===== src/hw/raster_pkg.sv =====
// raster_pkg: bitmap constants, coordinate and colour types,
// queued command and pixel write structs, fixed palette function
package raster_pkg;

    // bitmap geometry
    localparam int FB_W      = 32;            // width in pixels
    localparam int FB_H      = 24;            // height in pixels
    localparam int FB_PIXELS = FB_W * FB_H;   // 768 pixels
    localparam int FB_ADDRW  = 10;            // enough for FB_PIXELS

    localparam int CORDW = 8;   // signed coordinate width
    localparam int CIDXW = 4;   // colour index width
    localparam int COLRW = 12;  // 4 bits each of r, g, b

    typedef logic signed [CORDW-1:0] coord_t;
    typedef logic [CIDXW-1:0]        cidx_t;
    typedef logic [FB_ADDRW-1:0]     fb_addr_t;
    typedef logic [COLRW-1:0]        rgb_t;

    // one draw request, both endpoints inclusive
    typedef struct packed {
        coord_t x0;
        coord_t y0;
        coord_t x1;
        coord_t y1;
        cidx_t  cidx;
    } line_cmd_t;

    // one framebuffer write, address already clipped
    typedef struct packed {
        fb_addr_t addr;
        cidx_t    cidx;
    } pix_wr_t;

    // fixed 16 entry palette, 4 bits per channel
    function automatic rgb_t palette_lookup(input cidx_t idx);
        case (idx)
            4'd0:    return 12'h112;  // near black, bitmap background
            4'd1:    return 12'h525;
            4'd2:    return 12'hb35;
            4'd3:    return 12'he75;
            4'd4:    return 12'hfc7;
            4'd5:    return 12'haf7;
            4'd6:    return 12'h3b6;
            4'd7:    return 12'h277;
            4'd8:    return 12'h236;
            4'd9:    return 12'h35c;
            4'd10:   return 12'h4af;
            4'd11:   return 12'h7ef;
            4'd12:   return 12'hfff;  // white
            4'd13:   return 12'h9bc;
            4'd14:   return 12'h568;
            default: return 12'h335;  // index 15
        endcase
    endfunction

endpackage


===== src/hw/credit_fifo.sv =====
// credit_fifo: circular buffer for any payload type
// returns one credit pulse per entry popped, no back-pressure
`timescale 1ns/1ns

module credit_fifo #(
    parameter type T     = logic [7:0],  // payload type
    parameter int  DEPTH = 4             // entries, equals sender's starting credits
) (
    input  logic clk_sys,
    input  logic rst_sys,
    input  logic in_valid,   // write, sender guarantees space
    input  T     in_data,
    input  logic pop,        // consume head entry
    output T     out_data,   // head entry, valid while not empty
    output logic empty,
    output logic credit      // one cycle per popped entry
);

    localparam int PW = (DEPTH > 1) ? $clog2(DEPTH) : 1;  // pointer width
    localparam int CW = $clog2(DEPTH + 1);                // count width

    T mem [DEPTH];  // storage, no reset needed

    logic [PW-1:0] wr_ptr;
    logic [PW-1:0] rd_ptr;
    logic [CW-1:0] count;  // occupied entries
    logic          do_pop;

    assign empty    = (count == '0);
    assign do_pop   = pop && !empty;  // ignore pop on empty queue
    assign out_data = mem[rd_ptr];    // first word fall through

    // payload write
    always_ff @(posedge clk_sys) begin
        if (in_valid) mem[wr_ptr] <= in_data;
    end

    // pointers, count and credit return
    always_ff @(posedge clk_sys) begin
        if (rst_sys) begin
            wr_ptr <= '0;
            rd_ptr <= '0;
            count  <= '0;
            credit <= 1'b0;
        end else begin
            credit <= do_pop;  // credit one cycle after the pop
            if (in_valid) begin
                wr_ptr <= (wr_ptr == PW'(DEPTH - 1)) ? '0 : wr_ptr + 1'b1;  // wrap
            end
            if (do_pop) begin
                rd_ptr <= (rd_ptr == PW'(DEPTH - 1)) ? '0 : rd_ptr + 1'b1;
            end
            case ({in_valid, do_pop})
                2'b10:   count <= count + 1'b1;
                2'b01:   count <= count - 1'b1;
                default: count <= count;  // both or neither
            endcase
        end
    end

endmodule


===== src/hw/line_render.sv =====
// line_render: takes line commands from the command queue, walks them
// with Bresenham stepping, clips per pixel and sends pixel writes under credit
`timescale 1ns/1ns

module line_render import raster_pkg::*; #(
    parameter int PIX_DEPTH = 8  // pixel queue depth, initial credits
) (
    input  logic      clk_sys,
    input  logic      rst_sys,
    input  line_cmd_t cmd,         // head of command queue
    input  logic      cmd_empty,
    output logic      cmd_pop,
    output logic      pix_valid,   // one pixel write this cycle
    output pix_wr_t   pix,
    input  logic      pix_credit,  // entry left the pixel queue
    output logic      active       // command in progress
);

    localparam int EW  = CORDW + 3;            // error term width, holds 2*err
    localparam int CRW = $clog2(PIX_DEPTH + 1);

    typedef enum logic [1:0] {
        S_IDLE,   // waiting for a command
        S_SETUP,  // spans and error term
        S_DRAW    // one pixel per cycle unless stalled
    } state_t;

    state_t    state;
    line_cmd_t cmd_r;     // latched command
    coord_t    x, y;      // current point
    logic      x_neg;     // x steps down
    logic      y_neg;     // y steps down
    logic signed [EW-1:0] dx;    // abs x span
    logic signed [EW-1:0] dy;    // negated abs y span
    logic signed [EW-1:0] err;
    logic [CRW-1:0]       credits;

    logic signed [EW-1:0] span_x, span_y;
    logic signed [EW-1:0] dx_init, dy_init;
    logic signed [EW-1:0] e2;
    logic step_x, step_y;
    logic at_end;
    logic in_bmp;
    logic stall;
    logic advance;

    // setup arithmetic, from latched endpoints
    always_comb begin
        span_x  = EW'($signed(cmd_r.x1)) - EW'($signed(cmd_r.x0));
        span_y  = EW'($signed(cmd_r.y1)) - EW'($signed(cmd_r.y0));
        dx_init = (span_x < 0) ? -span_x : span_x;
        dy_init = (span_y < 0) ? span_y : -span_y;  // always <= 0
    end

    // per pixel decisions
    always_comb begin
        e2      = err <<< 1;
        step_x  = (e2 >= dy);
        step_y  = (e2 <= dx);
        at_end  = (x == cmd_r.x1) && (y == cmd_r.y1);
        in_bmp  = (x >= 0) && (x < FB_W) && (y >= 0) && (y < FB_H);
        stall   = in_bmp && (credits == '0);      // hold position until credit back
        advance = (state == S_DRAW) && !stall;
    end

    assign cmd_pop   = (state == S_IDLE) && !cmd_empty;
    assign active    = (state != S_IDLE);
    assign pix_valid = (state == S_DRAW) && in_bmp && (credits != '0);

    // linear address y*FB_W + x, only meaningful when in_bmp
    always_comb begin
        pix.addr = fb_addr_t'(y) * fb_addr_t'(FB_W) + fb_addr_t'(x);
        pix.cidx = cmd_r.cidx;
    end

    // control FSM
    always_ff @(posedge clk_sys) begin
        if (rst_sys) begin
            state <= S_IDLE;
        end else begin
            case (state)
                S_IDLE:  if (cmd_pop) state <= S_SETUP;
                S_SETUP: state <= S_DRAW;
                S_DRAW:  if (advance && at_end) state <= S_IDLE;  // last pixel done
                default: state <= S_IDLE;
            endcase
        end
    end

    // walker datapath, no reset
    always_ff @(posedge clk_sys) begin
        if (cmd_pop) cmd_r <= cmd;
        if (state == S_SETUP) begin
            x     <= cmd_r.x0;
            y     <= cmd_r.y0;
            x_neg <= (span_x < 0);
            y_neg <= (span_y < 0);
            dx    <= dx_init;
            dy    <= dy_init;
            err   <= dx_init + dy_init;
        end else if (advance && !at_end) begin
            if (step_x) x <= x_neg ? x - 1'b1 : x + 1'b1;
            if (step_y) y <= y_neg ? y - 1'b1 : y + 1'b1;
            err <= err + (step_x ? dy : '0) + (step_y ? dx : '0);
        end
    end

    // pixel credit counter
    always_ff @(posedge clk_sys) begin
        if (rst_sys) begin
            credits <= CRW'(PIX_DEPTH);  // queue starts empty
        end else begin
            case ({pix_valid, pix_credit})
                2'b10:   credits <= credits - 1'b1;
                2'b01:   credits <= credits + 1'b1;
                default: credits <= credits;
            endcase
        end
    end

endmodule


===== src/hw/framebuffer.sv =====
// framebuffer: bitmap of colour indices, write port drains the pixel queue,
// registered read port for scanout
`timescale 1ns/1ns

module framebuffer import raster_pkg::*; (
    input  logic     clk_sys,
    input  logic     wr_empty,  // pixel queue empty
    input  pix_wr_t  wr_data,   // pixel queue head
    output logic     wr_pop,
    input  fb_addr_t rd_addr,
    output cidx_t    rd_cidx    // one cycle after rd_addr
);

    cidx_t mem [FB_PIXELS];

    // bitmap starts at colour 0
    initial begin
        for (int i = 0; i < FB_PIXELS; i++) begin
            mem[i] = '0;
        end
    end

    assign wr_pop = !wr_empty;  // drain every cycle there's data

    // write in the same cycle as the pop
    always_ff @(posedge clk_sys) begin
        if (wr_pop) mem[wr_data.addr] <= wr_data.cidx;  // addr pre-clipped
    end

    // read port
    always_ff @(posedge clk_sys) begin
        rd_cidx <= mem[rd_addr];
    end

endmodule


===== src/hw/scanout.sv =====
// scanout: reads the whole bitmap in raster order on request,
// palette lookup and registered rgb stream with last flag
`timescale 1ns/1ns

module scanout import raster_pkg::*; (
    input  logic     clk_sys,
    input  logic     rst_sys,
    input  logic     scan_start,  // request a full frame
    input  logic     busy,        // drawing in progress
    output fb_addr_t rd_addr,
    input  cidx_t    rd_cidx,     // data for previous rd_addr
    output logic     pix_valid,
    output rgb_t     pix_rgb,
    output logic     pix_last
);

    localparam fb_addr_t LAST_ADDR = fb_addr_t'(FB_PIXELS - 1);

    fb_addr_t addr;      // next address, parked at 0 when idle
    logic     scanning;  // rd_cidx holds a frame pixel
    logic     start_ok;
    logic     rd_last;

    assign rd_addr  = addr;
    assign start_ok = scan_start && !busy && !scanning;  // ignored otherwise
    // addr wraps to 0 while the last pixel is on rd_cidx
    assign rd_last  = scanning && (addr == '0);

    // address counter and scan flag
    always_ff @(posedge clk_sys) begin
        if (rst_sys) begin
            addr     <= '0;
            scanning <= 1'b0;
        end else if (scanning) begin
            if (rd_last) begin
                scanning <= 1'b0;  // frame done, addr stays 0
            end else begin
                addr <= (addr == LAST_ADDR) ? '0 : addr + 1'b1;
            end
        end else if (start_ok) begin
            scanning <= 1'b1;  // pixel 0 read this cycle
            addr     <= fb_addr_t'(1);
        end
    end

    // output stage, aligned with palette register
    always_ff @(posedge clk_sys) begin
        if (rst_sys) begin
            pix_valid <= 1'b0;
            pix_last  <= 1'b0;
        end else begin
            pix_valid <= scanning;
            pix_last  <= rd_last;
        end
    end

    always_ff @(posedge clk_sys) begin
        pix_rgb <= palette_lookup(rd_cidx);  // payload, no reset
    end

endmodule


===== src/hw/line_raster_top.sv =====
// line_raster_top: command queue, line renderer, pixel queue,
// framebuffer and scanout, plus the combined busy flag
`timescale 1ns/1ns

module line_raster_top import raster_pkg::*; #(
    parameter int CMD_DEPTH = 4,  // command queue entries
    parameter int PIX_DEPTH = 8   // pixel queue entries
) (
    input  logic      clk_sys,
    input  logic      rst_sys,
    input  logic      cmd_valid,   // send under credit
    input  line_cmd_t cmd,
    output logic      cmd_credit,  // one per command taken by renderer
    input  logic      scan_start,
    output logic      busy,        // drawing not finished
    output logic      pix_valid,   // rgb stream
    output rgb_t      pix_rgb,
    output logic      pix_last
);

    // command queue to renderer
    line_cmd_t cmd_head;
    logic      cmd_empty;
    logic      cmd_pop;

    // renderer to pixel queue
    logic      ren_valid;
    pix_wr_t   ren_pix;
    logic      pix_credit;
    logic      ren_active;

    // pixel queue to framebuffer
    pix_wr_t   pix_head;
    logic      pix_empty;
    logic      pix_pop;

    // scanout read port
    fb_addr_t  rd_addr;
    cidx_t     rd_cidx;

    credit_fifo #(.T(line_cmd_t), .DEPTH(CMD_DEPTH)) cmd_q (
        .clk_sys, .rst_sys,
        .in_valid(cmd_valid), .in_data(cmd),
        .pop(cmd_pop), .out_data(cmd_head),
        .empty(cmd_empty), .credit(cmd_credit)
    );

    line_render #(.PIX_DEPTH(PIX_DEPTH)) render (
        .clk_sys, .rst_sys,
        .cmd(cmd_head), .cmd_empty, .cmd_pop,
        .pix_valid(ren_valid), .pix(ren_pix),
        .pix_credit, .active(ren_active)
    );

    credit_fifo #(.T(pix_wr_t), .DEPTH(PIX_DEPTH)) pix_q (
        .clk_sys, .rst_sys,
        .in_valid(ren_valid), .in_data(ren_pix),
        .pop(pix_pop), .out_data(pix_head),
        .empty(pix_empty), .credit(pix_credit)
    );

    framebuffer fb (
        .clk_sys,
        .wr_empty(pix_empty), .wr_data(pix_head), .wr_pop(pix_pop),
        .rd_addr, .rd_cidx
    );

    // low once both queues drained and renderer idle
    assign busy = !cmd_empty || ren_active || !pix_empty;

    scanout scan (
        .clk_sys, .rst_sys,
        .scan_start, .busy,
        .rd_addr, .rd_cidx,
        .pix_valid, .pix_rgb, .pix_last
    );

endmodule


===== config.mk =====
export PLATFORM = sky130hd
export DESIGN_NAME = line_raster_top
export DESIGN_NICKNAME = d
export VERILOG_FILES = /design/src/hw/raster_pkg.sv /design/src/hw/credit_fifo.sv /design/src/hw/line_render.sv /design/src/hw/framebuffer.sv /design/src/hw/scanout.sv /design/src/hw/line_raster_top.sv
export SDC_FILE = /design/constraint.sdc
export NUM_CORES = 2
export LEC_CHECK = 0
export ABC_AREA = 0
export BUFFER_PORTS_ARGS = -buffer_cell sky130_fd_sc_hd__buf_2
export CAP_MARGIN = 15
export CORE_UTILIZATION = 50
export DETAILED_ROUTE_END_ITERATION = 10
export PLACE_DENSITY = 0.65
export SLEW_MARGIN = 20
export SYNTH_ARGS = -nofsm -noshare
export SYNTH_HDL_FRONTEND = slang
export SYNTH_SLANG_ARGS = --single-unit

===== constraint.sdc =====
create_clock -name clk_sys -period 9.5 [get_ports clk_sys]
set_input_delay 1.425 -clock clk_sys [delete_from_list [all_inputs] [get_ports clk_sys]]
set_output_delay 1.425 -clock clk_sys [all_outputs]
set_load 0.005 [all_outputs]

==> reports/results.ini <==
[route]
postRouteAntennaNets = 0
vias_per_cell = 6.35
num_vias = 71600
drtIter0Drc = 9444
drt-total-wl_mm = 375
firstDrtPassIters = 8
wire_per_inst_um = 33.2
drc = 0

[power_and_ir_drop]
p_seq_frac = 0.448
p_total_w = 0.0452
combPwrFrac = 0.240
switching_share = 0.298
clkPwrFrac = 0.312
internal_power_w = 0.0317
peakVddDrop_uv = 337
power_density_nw_per_um2 = 291
switchingPower_w = 0.0135
leakage_nw = 47.5

[layout]
fill_cells = 20600
final_nets = 7420
drive_gt1_frac = 0.227
syn_to_final_growth_pct = 11.4

[synthesis]
yosys_warnings = 0
synth_top_area_share = 0.734
synth_ff_type = edfxtp_1
ys_seq_area_frac = 0.742
syn_area_um2 = 140000
synthTopCellsByCount = edfxtp_1 (3414), nor2_1 (919), mux4_2 (869), nand2_1 (213), clkbuf_1 (205)
post-synth-top-area-cell = edfxtp_1
synthDistinctLibCells = 85
synthTopCellsByArea = edfxtp_1 (73%), mux4_2 (14%), nor2_1 (2.5%), mux2i_1 (1.0%), ha_1 (0.87%)
syn_area_per_cell_um2 = 19.6
synthCells = 7134
synth-edff-count = 3414
async_flop_share = 0
yosysMostFrequentCell = edfxtp_1
ys_seq_elements = 3471

[sta]
post-route-period-util = 0.523
relSlewSlack = 0.127
rsz0062_at_grt = false
fmax_mhz = 201
layout_setup_ws_ns = 4.53
hold_viol = 0
tightest_slew_ns = 1.31
setup_tns_ns = 0
slew_viol_final = 0
finalSetupViolCount = 0
hold_slack_ns = 0.479
period_needed_ns = 4.97
skew_ns = 0.0625

[global_routing]
grt_max_degree = 249
grt_antenna_before_repair = 15
grt-ovfl-total = 0
grt_pass1_wl_mm = 535
grt_pass1_vias = 72000
track_usage = 0.268

[worst_setup_path]
cp-start-kind = register
arrival_ns = 5.58
path_common_cell = a21oi_1
cp_max_fo = 11
crit_path_max_incr_delay_ns = 0.47
crit_chain = ha_1 > nor2b_1 > o21a_1 > o21a_1 > o211ai_1 > a21oi_1 > nand3b_1 > and2_1 > fa_1 > ha_1 > fa_1 > a21o_1 > a21oi_1 > inv_1 > a21oi_1 > nor2_1 > nor2_1 > o21ai_0 > xor3_1 > mux2i_1
cpLargestDelayFamily = adder cells
crit_slowest_cell = fa_1
worst-path-buf-inv = 1
cp-end-kind = register
worstSetupPathType = reg2reg
cp.required_ns = 10.12

[place]
hpwl_mm = 217
io_buffers = 55
dpl_worst_slack_ns = 4.53
gp_congestion = 0.853

[floorplan]
dieWidth_um = 530
num_rows = 193
dieArea_um2 = 281000
initial_core_util = 0.504
core-area_um2 = 277000
ioPinCount = 56
fp.dieH_um = 530

[clock_network]
cts_max_path_buffers = 4
postCtsHoldBufs = 0
cts_tree = yes
htreeDepth = 5
cts.sinks = 3471
clkSlewWorstSetupHoldPaths_ns = 0.06
cts-root-buf = clkbuf_16
clock_latency_ns = 0.91
cts_buffers = 356
cts_resized = 0
post-cts-setup-buffers = 0

[flow_run]
cap_viol_max_count = 0

[worst_hold_path]
hold_class = reg2reg

[outcome]
status = complete, no violations

[worst register-to-register path: cells and delay by family, from the launching register on]
| kind | cells | cell delay, ns |
|---|---|---|
| AO/OA/AOI/OAI | 8 | 1.27 |
| XOR/XNOR | 1 | 0.22 |
| adder cells (fa/ha/maj) | 4 | 1.44 |
| buffers and inverters | 1 | 0.07 |
| flip-flops | 1 | 0.46 |
| multiplexers | 1 | 0.08 |
| AND/OR/NAND/NOR | 5 | 1.14 |
[layout make-up]
cell class                      instances  area, um2  area share
Antenna cell                           12       30.0    0.000193
Clock buffer                          427       9290      0.0597
Clock inverter                        216       2370      0.0152
Inverter                              125        492     0.00316
Multi-Input combinational cell       3089      33300       0.214
Sequential cell                      3471     104000       0.667
Tap cell                             3705       4640      0.0298
Timing Repair Buffer                  221       1740      0.0112
[cell families after synthesis]
group	synth area share
AO/OA/AOI/OAI	0.0234
XOR/XNOR	0.00519
adder cells (fa/ha/maj)	0.0114
buffers and inverters	0.0220
flip-flops	0.742
multiplexers	0.156
other	0.0000269
AND/OR/NAND/NOR	0.0392
[state kept, by name (all words and copies together) (netlist names), 10 cells and up, named ones only]
name          cells
pix_q.mem       112
cmd_q.mem       144
render.cmd_r     32
render.dy        11
render.err       10
fb.mem         3072
render.dx        11
scan.pix_rgb     12
scan.rd_addr     10
[path summary, 6_finish.rpt]
path	from	end	slack, ns	cells past startpoint
hold / removal	pix_q.rd_ptr[2]	pix_q.rd_ptr[2]	0.48	2
setup reg to reg	render.err[0]	render.err[9]	4.53	20
setup / recovery	render.err[0]	render.err[9]	4.53	20
hold reg to reg	pix_q.rd_ptr[2]	pix_q.rd_ptr[2]	0.48	2
[metal layers]
metal	vias up	wire length (um)	GRT usage
met5	-	9	0
met4	2	17200	0.112
met3	769	35300	0.0465
met2	3886	182000	0.433
met1	37800	140000	0.363
li1	29100	-	-
[power groups by stage]
stage / Sequential [W] / Combinational (W) / Clock (W)
2_1_floorplan: 0.0212 / 0.00735 / 0
4_1_cts: 0.0202 / 0.0109 / 0.0142
3_5_place_dp: 0.0206 / 0.0109 / 0
3_3_place_gp: 0.0205 / 0.0106 / 0
6_report: 0.0203 / 0.0109 / 0.0141
5_1_grt: 0.0203 / 0.0118 / 0.0148
[metrics by stage]
| stage | std cells | area (um2) | util |
|---|---|---|---|
| final | 11300 | 156000 | 0.561 |
| after global routing | 11300 | 155000 | 0.561 |
| after CTS | 11300 | 155000 | 0.561 |
| after detailed placement | 10600 | 144000 | 0.519 |
| after global placement | 10600 | 144000 | 0.519 |
| after floorplan | 7135 | 140000 | - |
[cell usage in the layout, fill, tap and decap left out, types with 62 or more instances in the layout]
cell type	Yosys	final
inv_1	122	119
mux2i_1	144	144
nand2_1	213	206
ha_1	97	97
a22oi_1	80	80
buf_4	46	148
clkbuf_16	0	358
nor2_1	919	905
clkbuf_1	205	62
a21oi_1	151	151
clkinv_1	2	76
mux4_2	869	869
edfxtp_1	3414	3414
No activity file was read; power rests on OpenSTA's default activity.
